**src/pager_pkg.sv**
```systemverilog
package pager_pkg;

  // address geometry
  localparam int VADDR_WIDTH = 32;
  localparam int PADDR_WIDTH = 32;
  localparam int PAGE_SHIFT  = 12;
  localparam int LEVEL_BITS  = 10;
  localparam int VPN_WIDTH   = VADDR_WIDTH - PAGE_SHIFT;
  localparam int PPN_WIDTH   = PADDR_WIDTH - PAGE_SHIFT;

  // page-table entry layout, next ppn sits in the top bits
  localparam int PTE_WIDTH   = 32;
  localparam int PTE_PRESENT = 0;
  localparam int PTE_WRITE   = 1;
  localparam int PTE_USER    = 2;

  // fill flags keep the pte bit order
  localparam int FLAG_WIDTH  = 3;

  localparam int SLOT_COUNT  = 3;

  // memory tag carries the slot number
  localparam int TAG_WIDTH   = 2;

  // csr numbers seen on the write port
  typedef enum logic [3:0] {
    CSR_PAGE_ROOT = 4'h1,
    CSR_PAGE_OFF  = 4'h2
  } csr_no_e;

  // walker slot states
  typedef enum logic [2:0] {
    IDLE,
    L1_REQ,
    L1_WAIT,
    L2_REQ,
    L2_WAIT,
    FILL
  } walk_state_e;

endpackage

```
**src/pager_csr.sv**
```systemverilog
`timescale 1ns/1ps

module pager_csr import pager_pkg::*; (
  input  logic                 clk,
  input  logic                 rst,
  input  logic                 csr_en,
  input  csr_no_e              csr_no,
  input  logic [PPN_WIDTH-1:0] csr_data,
  output logic                 paging_on,
  output logic [PPN_WIDTH-1:0] root_ppn,
  output logic                 walk_flush
);

  always_ff @(posedge clk) begin
    if (rst) begin
      paging_on <= 1'b0;
      root_ppn  <= '0;
    end else if (csr_en) begin
      case (csr_no)
        CSR_PAGE_ROOT: begin
          root_ppn  <= csr_data;
          paging_on <= 1'b1;
        end
        CSR_PAGE_OFF: begin
          paging_on <= 1'b0;
        end
        default: begin
          // unknown numbers leave both registers unchanged
        end
      endcase
    end
  end

  // any write restarts the walkers on the following edge
  always_ff @(posedge clk) begin
    if (rst) begin
      walk_flush <= 1'b0;
    end else begin
      walk_flush <= csr_en;
    end
  end

endmodule

```
**src/page_walker.sv**
```systemverilog
`timescale 1ns/1ps

module page_walker import pager_pkg::*; #(
  parameter int SLOT = 0
) (
  input  logic                   clk,
  input  logic                   rst,
  input  logic                   new_valid,
  output logic                   new_ready,
  input  logic [VADDR_WIDTH-1:0] new_vaddr,
  input  logic                   paging_on,
  input  logic [PPN_WIDTH-1:0]   root_ppn,
  input  logic                   walk_flush,
  output logic                   walk_req,
  output logic [PADDR_WIDTH-1:0] walk_addr,
  input  logic                   walk_grant,
  input  logic                   mem_rsp_valid,
  input  logic [TAG_WIDTH-1:0]   mem_rsp_tag,
  input  logic [PTE_WIDTH-1:0]   mem_rsp_data,
  output logic                   fill_valid,
  output logic [VPN_WIDTH-1:0]   fill_vpn,
  output logic [PPN_WIDTH-1:0]   fill_ppn,
  output logic [FLAG_WIDTH-1:0]  fill_flags,
  output logic                   fill_fault
);

  localparam logic [TAG_WIDTH-1:0] SLOT_TAG = TAG_WIDTH'(SLOT);

  walk_state_e state;

  logic [VADDR_WIDTH-1:0] vaddr_q;
  logic [PPN_WIDTH-1:0]   ppn_q;
  logic [FLAG_WIDTH-1:0]  flags_q;
  logic                   fault_q;

  logic                   accept;
  logic                   rsp_hit;
  logic                   pte_present;
  logic [PPN_WIDTH-1:0]   pte_ppn;
  logic [FLAG_WIDTH-1:0]  pte_flags;
  logic [PPN_WIDTH-1:0]   base_ppn;
  logic [LEVEL_BITS-1:0]  level_idx;

  assign new_ready = (state == IDLE);
  assign accept    = new_valid && new_ready;

  // only responses carrying our own slot number
  assign rsp_hit = mem_rsp_valid && (mem_rsp_tag == SLOT_TAG);

  assign pte_present = mem_rsp_data[PTE_PRESENT];
  assign pte_ppn     = mem_rsp_data[PTE_WIDTH-1:PAGE_SHIFT];
  assign pte_flags   = {mem_rsp_data[PTE_USER], mem_rsp_data[PTE_WRITE],
                        mem_rsp_data[PTE_PRESENT]};

  // level 1 indexes the root table with the top bits, level 2 uses the middle bits
  always_comb begin
    if (state == L2_REQ) begin
      base_ppn  = ppn_q;
      level_idx = vaddr_q[PAGE_SHIFT +: LEVEL_BITS];
    end else begin
      base_ppn  = root_ppn;
      level_idx = vaddr_q[VADDR_WIDTH-1 -: LEVEL_BITS];
    end
  end

  assign walk_req  = (state == L1_REQ) || (state == L2_REQ);
  assign walk_addr = {base_ppn, {PAGE_SHIFT{1'b0}}}
                   + {{(PADDR_WIDTH-LEVEL_BITS-2){1'b0}}, level_idx, 2'b00};

  always_ff @(posedge clk) begin
    if (rst) begin
      state      <= IDLE;
      fill_valid <= 1'b0;
    end else begin
      fill_valid <= 1'b0;
      if (walk_flush && state != IDLE) begin
        // abandon the walk, no fill
        state <= IDLE;
      end else begin
        case (state)
          IDLE: begin
            if (accept) begin
              state <= paging_on ? L1_REQ : FILL;
            end
          end
          L1_REQ: begin
            if (walk_grant) begin
              state <= L1_WAIT;
            end
          end
          L1_WAIT: begin
            if (rsp_hit) begin
              state <= pte_present ? L2_REQ : FILL;
            end
          end
          L2_REQ: begin
            if (walk_grant) begin
              state <= L2_WAIT;
            end
          end
          L2_WAIT: begin
            if (rsp_hit) begin
              state <= FILL;
            end
          end
          FILL: begin
            state      <= IDLE;
            fill_valid <= 1'b1;
          end
          default: begin
            state <= IDLE;
          end
        endcase
      end
    end
  end

  // translation result, flags narrowed level by level
  always_ff @(posedge clk) begin
    if (accept) begin
      vaddr_q <= new_vaddr;
      flags_q <= '1;
      fault_q <= 1'b0;
      if (!paging_on) begin
        ppn_q <= new_vaddr[VADDR_WIDTH-1:PAGE_SHIFT];
      end
    end else if (rsp_hit && (state == L1_WAIT || state == L2_WAIT)) begin
      if (pte_present) begin
        ppn_q   <= pte_ppn;
        flags_q <= flags_q & pte_flags;
      end else begin
        ppn_q   <= '0;
        flags_q <= '0;
        fault_q <= 1'b1;
      end
    end
  end

  // held until the next accept, which cannot come before the pulse ends
  assign fill_vpn   = vaddr_q[VADDR_WIDTH-1:PAGE_SHIFT];
  assign fill_ppn   = ppn_q;
  assign fill_flags = flags_q;
  assign fill_fault = fault_q;

endmodule

```
**src/mem_req_arbiter.sv**
```systemverilog
`timescale 1ns/1ps

module mem_req_arbiter import pager_pkg::*; #(
  parameter int SLOT_COUNT = pager_pkg::SLOT_COUNT
) (
  input  logic                                  clk,
  input  logic                                  rst,
  input  logic [SLOT_COUNT-1:0]                 walk_req,
  input  logic [SLOT_COUNT-1:0][PADDR_WIDTH-1:0] walk_addr,
  input  logic                                  bus_hold,
  output logic [SLOT_COUNT-1:0]                 walk_grant,
  output logic                                  mem_req_valid,
  output logic [PADDR_WIDTH-1:0]                mem_req_addr,
  output logic [TAG_WIDTH-1:0]                  mem_req_tag
);

  logic [TAG_WIDTH-1:0] sel;
  logic                 found;

  // lowest slot wins, nothing granted while the bus is held
  always_comb begin
    walk_grant = '0;
    sel        = '0;
    found      = 1'b0;
    for (int i = 0; i < SLOT_COUNT; i++) begin
      if (walk_req[i] && !found && !bus_hold) begin
        walk_grant[i] = 1'b1;
        sel           = TAG_WIDTH'(i);
        found         = 1'b1;
      end
    end
  end

  always_ff @(posedge clk) begin
    if (rst) begin
      mem_req_valid <= 1'b0;
    end else begin
      mem_req_valid <= found;
    end
  end

  always_ff @(posedge clk) begin
    if (found) begin
      mem_req_addr <= walk_addr[sel];
      mem_req_tag  <= sel;
    end
  end

endmodule

```
**src/pager_top.sv**
```systemverilog
`timescale 1ns/1ps

module pager_top import pager_pkg::*; #(
  parameter int SLOT_COUNT = pager_pkg::SLOT_COUNT
) (
  input  logic                                   clk,
  input  logic                                   rst,
  input  logic                                   csr_en,
  input  csr_no_e                                csr_no,
  input  logic [PPN_WIDTH-1:0]                   csr_data,
  input  logic                                   bus_hold,
  input  logic [SLOT_COUNT-1:0]                  new_valid,
  output logic [SLOT_COUNT-1:0]                  new_ready,
  input  logic [SLOT_COUNT-1:0][VADDR_WIDTH-1:0] new_vaddr,
  output logic [SLOT_COUNT-1:0]                  fill_valid,
  output logic [SLOT_COUNT-1:0][VPN_WIDTH-1:0]   fill_vpn,
  output logic [SLOT_COUNT-1:0][PPN_WIDTH-1:0]   fill_ppn,
  output logic [SLOT_COUNT-1:0][FLAG_WIDTH-1:0]  fill_flags,
  output logic [SLOT_COUNT-1:0]                  fill_fault,
  output logic                                   mem_req_valid,
  output logic [PADDR_WIDTH-1:0]                 mem_req_addr,
  output logic [TAG_WIDTH-1:0]                   mem_req_tag,
  input  logic                                   mem_rsp_valid,
  input  logic [TAG_WIDTH-1:0]                   mem_rsp_tag,
  input  logic [PTE_WIDTH-1:0]                   mem_rsp_data
);

  logic                                  paging_on;
  logic [PPN_WIDTH-1:0]                  root_ppn;
  logic                                  walk_flush;
  logic [SLOT_COUNT-1:0]                 walk_req;
  logic [SLOT_COUNT-1:0][PADDR_WIDTH-1:0] walk_addr;
  logic [SLOT_COUNT-1:0]                 walk_grant;

  pager_csr i_csr (
    .clk        (clk),
    .rst        (rst),
    .csr_en     (csr_en),
    .csr_no     (csr_no),
    .csr_data   (csr_data),
    .paging_on  (paging_on),
    .root_ppn   (root_ppn),
    .walk_flush (walk_flush)
  );

  // one walker per requester, responses broadcast to all
  for (genvar s = 0; s < SLOT_COUNT; s++) begin : walker_gen
    page_walker #(
      .SLOT (s)
    ) i_walker (
      .clk           (clk),
      .rst           (rst),
      .new_valid     (new_valid[s]),
      .new_ready     (new_ready[s]),
      .new_vaddr     (new_vaddr[s]),
      .paging_on     (paging_on),
      .root_ppn      (root_ppn),
      .walk_flush    (walk_flush),
      .walk_req      (walk_req[s]),
      .walk_addr     (walk_addr[s]),
      .walk_grant    (walk_grant[s]),
      .mem_rsp_valid (mem_rsp_valid),
      .mem_rsp_tag   (mem_rsp_tag),
      .mem_rsp_data  (mem_rsp_data),
      .fill_valid    (fill_valid[s]),
      .fill_vpn      (fill_vpn[s]),
      .fill_ppn      (fill_ppn[s]),
      .fill_flags    (fill_flags[s]),
      .fill_fault    (fill_fault[s])
    );
  end

  mem_req_arbiter #(
    .SLOT_COUNT (SLOT_COUNT)
  ) i_arbiter (
    .clk           (clk),
    .rst           (rst),
    .walk_req      (walk_req),
    .walk_addr     (walk_addr),
    .bus_hold      (bus_hold),
    .walk_grant    (walk_grant),
    .mem_req_valid (mem_req_valid),
    .mem_req_addr  (mem_req_addr),
    .mem_req_tag   (mem_req_tag)
  );

endmodule

```
**config.mk**
```make
export PLATFORM = sky130hd
export DESIGN_NAME = pager_top
export DESIGN_NICKNAME = d
export VERILOG_FILES = /design/src/pager_pkg.sv /design/src/pager_csr.sv /design/src/page_walker.sv /design/src/mem_req_arbiter.sv /design/src/pager_top.sv
export SDC_FILE = /design/constraint.sdc
export NUM_CORES = 1
export LEC_CHECK = 0
export BUFFER_PORTS_ARGS = -buffer_cell sky130_fd_sc_hd__buf_4
export CORE_UTILIZATION = 39
export DETAILED_ROUTE_END_ITERATION = 8
export GPL_ROUTABILITY_DRIVEN = 0
export PLACE_DENSITY = 0.73
export SETUP_SLACK_MARGIN = 0.05
export SLEW_MARGIN = 25
export SYNTH_ARGS = -nofsm -noshare
export SYNTH_HDL_FRONTEND = slang
export SYNTH_HIERARCHICAL = 1
export SYNTH_SLANG_ARGS = --single-unit
```
**constraint.sdc**
```tcl
create_clock -name clk -period 4.44 [get_ports clk]
set_input_delay 1.11 -clock clk [delete_from_list [all_inputs] [get_ports clk]]
set_output_delay 1.11 -clock clk [all_outputs]
set_load 0.01 [all_outputs]
```
==> results.yml, run 1 <==
floorplanning:
  dieArea_um2: 25400
  dieWidth_um: 159
  rows: 57
  initial_core_util_pct: 39.8
  fp.coreArea_um2: 24300
  die_h_um: 159
  top_level_ports: 335
hold_path:
  worst_hold_startpoint: "walker_gen[1].i_walker/fill_fault"
  min_to: "walker_gen[1].i_walker/fill_fault"
  holdPathStages: 1
  hold_path_class: "flip-flop to flip-flop"
global_route:
  gr-usage-all-layers_pct: 25.0
  gr-total-overflow: 0
  grt_pass1_wl_mm: 47.2
  grt_max_degree: 76
  antenna_found_initial: 0
  grt_pass1_vias: 7475
critical_path:
  cpLargestDelayFamily: "simple AND/OR/NAND/NOR gates"
  cp_common_cell: "nand2_1"
  timing.critical_path.buf_inv: 1
  worstSetupPathType: "flip-flop to flip-flop"
  r2r_start: "walker_gen[1].i_walker/state[2]"
  cp_slowest_cell: "nand2_1"
  crit_chain: "nor2b_2 -> nand2_1 -> buf_4 -> mux2_2 -> nand2_1 -> a31oi_1"
  r2r_setup_slack_ns: 1.69
  r2r-end: "i_arbiter/mem_req_addr[28]"
  cp-end-kind: "flip-flop"
  critPathMaxFanout: 17
  max_stage_delay_ns: 0.76
  arrival_ns: 2.95
  cp.required_ns: 4.64
  worstSetupStartpointType: "flip-flop"
  r2r_cells: 6
sta:
  drv_slew: 0
  setup_violations: 0
  period_needed_ns: 2.75
  rsz0062_at_grt: "false"
  fin_tns_setup_ns: 0
  clock-skew-final_ns: 0.0157
  fmax_ghz: 0.363
  period_share_pct: 62.0
  hold_viol: 0
  worst_slew_pin_slew_ns: 1.02
  relSlewSlack_pct: 32.0
  setup_ws_ns: 1.69
detailed_routing:
  drt_iter0_drc: 772
  vias_per_cell: 5.33
  routed_wl_mm: 32.8
  vias: 7821
  drtPass1Iterations: 5
  antenna_left: 0
  post-route-drc-count: 0
  wl_per_cell_um: 22.3
clock_tree:
  hold_buffers: 0
  clock-sinks: 201
  cts_tree: "yes"
  cts-resized-gates: 0
  cts_made_buffers: 23
  clock_path_buffers: 3
  cts.htree.levels: 1
  clkLatencyLatePin_ns: 0.51
  clk_pin_slew_ns: 0.06
  post_cts_buffers: 0
  clock-root-buffer: "clkbuf_16"
job:
  maxCapViolCount: 0
synth:
  ys_warn_count: 6
  syn_avg_cell_area_um2: 11.1
  synth_area_um2: 9670
  syn_inst: 873
  ys_seq_area_share_pct: 57.5
  ys_seq_elements: 201
  synth-async-reset-ratio_pct: 0
  synthFlopType: "edfxtp_1"
  synth_edf_count: 154
  synth.distinct_cells: 47
pwr:
  max-vdd-ir-drop_mv: 0.526
  p_per_area_nw_per_um2: 601
  p_leak_uw: 0.00533
place:
  post-place-ws_ns: 1.38
  dpl.hpwl_mm: 23.5
  io_buffers: 289
layout:
  diodes: 0
  syn2layout_area_growth_pct: 29.6
  filler_cell_count: 2133
  fin_nets: 1291
  final_core_util_pct: 51.5
  drive_gt1_share_pct: 38.8
outcome:
  status: "completed"
==> per-layer routing <==
layer / global-route usage, % / part of all wire (%)
met1: 32.5 / 40
met2: 39.4 / 46
met3: 5.08 / 9.1
met4: 12.9 / 5.1
met5: 0 / 0
==> through the flow <==
step,hold slack (ns),power (uW),std cells,area (um^2)
floorplan,0.458,4560,876,9680
global placement,0.451,5770,1428,11900
detailed placement,0.463,5820,1428,11900
CTS,0.475,7570,1467,12500
global route,0.497,7870,1467,12500
finish,0.478,7530,1467,12500
==> worst max path at each step <==
stage	from	end	slack, ns	depth (start not counted)
2_1_floorplan	new_valid[0]	walker_gen[0].i_walker/fill_ppn[0]	1.19	3
3_3_place_gp	csr_no[1]	i_csr/root_ppn[6]	1.41	4
3_5_place_dp	csr_no[1]	i_csr/root_ppn[12]	1.38	4
4_1_cts	walker_gen[1].i_walker/state[1]	new_ready[1]	1.74	3
5_1_grt	walker_gen[1].i_walker/state[2]	i_arbiter/mem_req_addr[10]	1.65	6
6_report	walker_gen[1].i_walker/state[2]	i_arbiter/mem_req_addr[28]	1.69	6
==> cell usage after synthesis (all sizes together), types with 4 or more instances <==
cell | count | area share [%]
mux2 | 90 | 10
mux2i | 6 | 0.62
nand2b | 28 | 1.8
nor2 | 57 | 2.2
nand3 | 63 | 3.3
a31oi | 32 | 2.1
clkbuf | 13 | 0.50
a21oi | 13 | 0.67
nor3 | 12 | 0.72
nor2b | 5 | 0.40
o21ai | 29 | 1.5
inv | 16 | 0.72
dfxtp | 47 | 9.7
o21a | 4 | 0.31
edfxtp | 154 | 48
nand4b | 20 | 1.8
nand2 | 194 | 7.7
buf | 57 | 4.5
==> cells by family after synthesis <==
group,Yosys count,synth area share (%)
AND/OR/NAND/NOR,393,19.6
flip-flops,201,57.5
multiplexers,96,11.1
AO/OA/AOI/OAI,89,5.52
buffers and inverters,88,5.85
XOR/XNOR,3,0.272
other,3,0.116
==> cell type report <==
class	count	area, um^2	area share [%]
Inverter	18	80.1	0.639
Timing Repair Buffer	298	2240	17.8
Sequential cell	201	5570	44.4
Clock buffer	29	598	4.77
Tap cell	324	405	3.23
Multi-Input combinational cell	587	3570	28.5
Clock inverter	10	77.6	0.619
==> power by group <==
group | total [uW] | internal [uW] | switching [uW]
registers | 3150 | 2760 | 382
clock network | 1750 | 1010 | 743
logic | 2630 | 1060 | 1570
total | 7530 | 4830 | 2700
==> layout by cell type (no fill, tap or decap), types with 6 or more instances in the layout <==
| master | n |
|---|---|
| edfxtp_1 | 154 |
| a31oi_1 | 32 |
| mux2_2 | 90 |
| nand4b_1 | 20 |
| dfxtp_1 | 47 |
| nor3_1 | 10 |
| nand2b_1 | 28 |
| inv_1 | 12 |
| a21oi_1 | 13 |
| nand3_1 | 63 |
| clkbuf_1 | 6 |
| buf_4 | 298 |
| mux2i_1 | 6 |
| clkbuf_16 | 23 |
| o21ai_0 | 21 |
| nor2_1 | 56 |
| nand2_1 | 191 |
| conb_1 | 6 |
==> flip-flops by register name (all words and copies together) (netlist names) <==
| register | cells |
|---|---|
| walker_gen.i_walker/vaddr_q | 60 |
| i_arbiter/mem_req_tag | 2 |
| walker_gen.i_walker/fill_fault | 3 |
| walker_gen.i_walker/state | 9 |
| i_csr/root_ppn | 20 |
| i_arbiter/mem_req_valid | 1 |
| walker_gen.i_walker/fill_valid | 3 |
| i_csr/walk_flush | 1 |
| walker_gen.i_walker/fill_ppn | 60 |
| walker_gen.i_walker/fill_flags | 9 |
| i_csr/paging_on | 1 |
| i_arbiter/mem_req_addr | 32 |
(Power assumes the default switching activity.)
==> run 2: changes to the inputs <==
--- a/config.mk
+++ b/config.mk
@@ -9,7 +9,7 @@
 export CORE_UTILIZATION = 39
 export DETAILED_ROUTE_END_ITERATION = 8
 export GPL_ROUTABILITY_DRIVEN = 0
-export PLACE_DENSITY = 0.73
+export PLACE_DENSITY = 0.75
 export SETUP_SLACK_MARGIN = 0.05
 export SLEW_MARGIN = 25
 export SYNTH_ARGS = -nofsm -noshare
==> constraint.sdc (replaced) <==
create_clock -name clk -period 2.32 [get_ports clk]
set_input_delay 0.58 -clock clk [delete_from_list [all_inputs] [get_ports clk]]
set_output_delay 0.58 -clock clk [all_outputs]
set_load 0.01 [all_outputs]
==> results.yml, run 2 (synthesis results as in run 1) <==
outcome:
  status: "completed"
clock_tree:
  hold_buffers: 0
  clk_pin_slew_ns: 0.06
  cts_made_buffers: 23
  cts-resized-gates: 0
  cts_tree: "yes"
  post_cts_buffers: 0
  clock-sinks: 201
  cts.htree.levels: 1
  clkLatencyLatePin_ns: 0.51
  clock_path_buffers: 3
  clock-root-buffer: "clkbuf_16"
sta:
  worst_slew_pin_slew_ns: 0.649
  rsz0062_at_grt: "false"
  period_needed_ns: 2.16
  setup_ws_ns: 0.164
  clock-skew-final_ns: 0.0105
  relSlewSlack_pct: 56.7
  fmax_ghz: 0.464
  fin_tns_setup_ns: 0
  setup_violations: 0
  hold_viol: 0
  period_share_pct: 92.9
  drv_slew: 0
layout:
  final_common_cell: "buf_4"
  drive_gt1_share_pct: 39.9
  filler_cell_count: 2167
  final_cell_mix: "307 x buf_4, 191 x nand2_1, 154 x edfxtp_1, 90 x mux2_2, 63 x nand3_1"
  fin_cells: 1486
  register_area_um2: 5570
  multiInputGateArea_um2: 3570
  syn2layout_area_growth_pct: 32.1
  fin_nets: 1307
pwr:
  power_frac_clock_pct: 23.3
  p_sw_uw: 5240
  max-vdd-ir-drop_mv: 0.910
  pwr-share-comb_pct: 36.1
  power.sequential.fraction_pct: 40.6
  p_int_uw: 9540
  p_sw_share_pct: 35.5
  p_per_area_nw_per_um2: 1160
  p_leak_uw: 0.00546
place:
  place_inst: 1444
  post-place-ws_ns: 0.214
  io_buffers: 289
  dpl.hpwl_mm: 24.6
hold_path:
  hold_path_class: "input port to flip-flop"
global_route:
  grt_max_degree: 48
  gr-usage-all-layers_pct: 24.8
  gr-total-overflow: 0
  grt_pass1_wl_mm: 47.2
  antenna_found_initial: 2
  grt_pass1_vias: 7526
detailed_routing:
  routed_wl_mm: 32.7
  wl_per_cell_um: 22.0
  drt_iter0_drc: 681
  post-route-drc-count: 0
  antenna_left: 0
  vias: 7850
  vias_per_cell: 5.28
  drtPass1Iterations: 5
critical_path:
  arrival_ns: 1.58
  cp.required_ns: 1.74
  worstSetupPathType: "flip-flop to output pin"
  cp-end-kind: "output pin"
  worstSetupStartpointType: "flip-flop"
  critPathMaxFanout: 11
floorplanning:
  dieWidth_um: 159
  rows: 57
  dieArea_um2: 25400
  die_h_um: 159
  fp.coreArea_um2: 24300
  top_level_ports: 335
  initial_core_util_pct: 39.8
job:
  maxCapViolCount: 0
run 2: stage by stage:
stage / utilization [%] / power [uW] / instance area [um^2] / hold WS (ns)
after floorplan: - / 8720 / 9700 / 0.458
after global placement: 49.6 / 11300 / 12100 / 0.451
after detailed placement: 49.6 / 11400 / 12100 / 0.460
after CTS: 52.5 / 14900 / 12800 / 0.239
after global routing: 52.5 / 15400 / 12800 / 0.244
final: 52.5 / 14800 / 12800 / 0.255
run 2: worst paths after layout:
path | slack [ns] | to | from | depth (start not counted)
setup / recovery | 0.16 | new_ready[1] | walker_gen[1].i_walker/state[1] | 3
hold / removal | 0.25 | walker_gen[2].i_walker/vaddr_q[28] | new_vaddr[92] | 1
setup reg to reg | 0.20 | i_arbiter/mem_req_addr[12] | walker_gen[1].i_walker/state[0] | 6
hold reg to reg | 0.47 | walker_gen[0].i_walker/fill_fault | walker_gen[0].i_walker/fill_fault | 1
run 2: cell type report:
type	count	share of cell area, %
sequential	201	43.6
multi-input combinational	587	28.0
timing repair buffer	314	19.1
clock buffer	31	4.93
tap	324	3.17
inverter	18	0.627
clock inverter	10	0.578
antenna	1	0.0196
run 2: layer usage:
metal	up-vias	global-route usage, %	share of wire [%]
li1	3626	-	-
met4	2	10.1	3.6
met1	3763	31.1	39
met2	387	41.6	49
met3	72	5.34	8.4
met5	-	0	0.043
run 2: power groups by stage:
stage	combinational [uW]	sequential, uW	clock, uW
3_3_place_gp	5250	6050	0
2_1_floorplan	2590	6130	0
6_report	5330	6000	3450
3_5_place_dp	5350	6070	0
4_1_cts	5360	6010	3500
5_1_grt	5670	6090	3620
run 2: critical path, cell delays in order (launching register included):
cell,delay [ns]
dfxtp_1,0.42
or3_4,0.46
clkinv_2,0.08
buf_4,0.12
==> run 3: changes to the inputs <==
--- a/config.mk
+++ b/config.mk
@@ -6,6 +6,7 @@
 export NUM_CORES = 1
 export LEC_CHECK = 0
 export BUFFER_PORTS_ARGS = -buffer_cell sky130_fd_sc_hd__buf_4
+export CORE_ASPECT_RATIO = 1.5
 export CORE_UTILIZATION = 39
 export DETAILED_ROUTE_END_ITERATION = 8
 export GPL_ROUTABILITY_DRIVEN = 0
==> results.yml, run 3 (synthesis results as in run 1) <==
floorplanning:
  rows: 70
  fp.coreArea_um2: 24300
  die_h_um: 195
  initial_core_util_pct: 39.7
  top_level_ports: 335
  dieWidth_um: 131
  dieArea_um2: 25400
sta:
  worst_slew_pin_slew_ns: 0.616
  drv_slew: 0
  fmax_ghz: 0.461
  rsz0062_at_grt: "false"
  hold_viol: 0
  clock-skew-final_ns: 0.0206
  setup_violations: 0
  fin_tns_setup_ns: 0
  relSlewSlack_pct: 58.9
  period_needed_ns: 2.17
  period_share_pct: 93.5
clock_tree:
  clock_path_buffers: 3
  cts_made_buffers: 21
  cts-resized-gates: 0
  post_cts_buffers: 0
  clk_pin_slew_ns: 0.06
  clkLatencyLatePin_ns: 0.52
  hold_buffers: 0
  cts.htree.levels: 1
  clock-sinks: 201
  clock-root-buffer: "clkbuf_16"
  cts_tree: "yes"
layout:
  fin_cells: 1488
  fin_nets: 1311
  final_common_cell: "buf_4"
  filler_cell_count: 2183
  final_cell_mix: "312 x buf_4, 191 x nand2_1, 154 x edfxtp_1, 90 x mux2_2, 63 x nand3_1"
  diodes: 0
  drive_gt1_share_pct: 40.4
  syn2layout_area_growth_pct: 32.8
detailed_routing:
  routed_wl_mm: 33.2
  vias_per_cell: 5.28
  drt_iter0_drc: 515
  vias: 7861
  post-route-drc-count: 0
  wl_per_cell_um: 22.3
  drtPass1Iterations: 5
  antenna_left: 0
global_route:
  gr-total-overflow: 0
  grt_pass1_vias: 7696
  gr-usage-all-layers_pct: 25.8
  antenna_found_initial: 3
  grt_pass1_wl_mm: 47.7
  grt_max_degree: 62
critical_path:
  crit_path_start: "walker_gen[2].i_walker/state[1]"
  worstSetupPathType: "flip-flop to output pin"
  worstSetupStartpointType: "flip-flop"
  critPathMaxFanout: 11
  cpLargestDelayFamily: "simple AND/OR/NAND/NOR gates"
  cp.required_ns: 1.74
  r2r_start: "walker_gen[1].i_walker/state[0]"
  cp_slowest_cell: "or3_4"
  arrival_ns: 1.59
  max_stage_delay_ns: 0.46
  crit_chain: "or3_4 -> clkinv_2 -> buf_4"
  timing.critical_path.buf_inv: 2
  cp-end-kind: "output pin"
pwr:
  max-vdd-ir-drop_mv: 0.710
  p_leak_uw: 0.00550
  p_per_area_nw_per_um2: 1170
job:
  maxCapViolCount: 0
hold_path:
  hold_path_class: "input port to flip-flop"
  worst_hold_startpoint: "new_vaddr[90]"
outcome:
  status: "completed"
place:
  place_inst: 1450
  io_buffers: 289
  dpl.hpwl_mm: 25.4
run 3: layout make-up:
cell class / instances / area, um^2 / area share [%]
flip-flops and latches: 201 / 5570 / 43.3
clock inverters: 10 / 135 / 1.05
multi-input cells: 587 / 3570 / 27.8
clock buffers: 28 / 582 / 4.53
well taps: 324 / 405 / 3.16
repair buffers: 320 / 2500 / 19.5
inverters: 18 / 80.1 / 0.624
run 3: routing by layer:
| metal | part of all wire [%] | GRT usage [%] | vias to the layer above |
|---|---|---|---|
| li1 | - | - | 3633 |
| met1 | 36 | 29.5 | 3762 |
| met2 | 52 | 45.3 | 371 |
| met3 | 7.1 | 4.71 | 89 |
| met4 | 4.8 | 12.3 | 6 |
| met5 | 0.11 | 0 | - |
run 3: worst paths after layout:
kind / endpoint / slack [ns] / cells after the start
setup / recovery: new_ready[2] / 0.15 / 3
hold / removal: walker_gen[2].i_walker/vaddr_q[26] / 0.25 / 1
setup reg to reg: i_arbiter/mem_req_addr[19] / 0.19 / 6
hold reg to reg: walker_gen[0].i_walker/fill_fault / 0.48 / 1
run 3: stage by stage:
stage | utilization (%) | setup WS, ns | instance area (um^2) | hold WS [ns] | total power [uW]
detailed placement | 49.8 | 0.210 | 12100 | 0.456 | 11500
global placement | 49.8 | 0.255 | 12100 | 0.454 | 11400
CTS | 52.7 | 0.138 | 12800 | 0.236 | 15100
global route | 52.7 | 0.0990 | 12800 | 0.243 | 15600
finish | 52.7 | 0.150 | 12800 | 0.248 | 15000
floorplan | - | 0.244 | 9700 | 0.458 | 8720
run 3: where the power goes:
part           internal [uW]  switching, uW  total [uW]
combinational           2320           3100        5410
sequential              5270            722        6000
clock                   2110           1460        3570
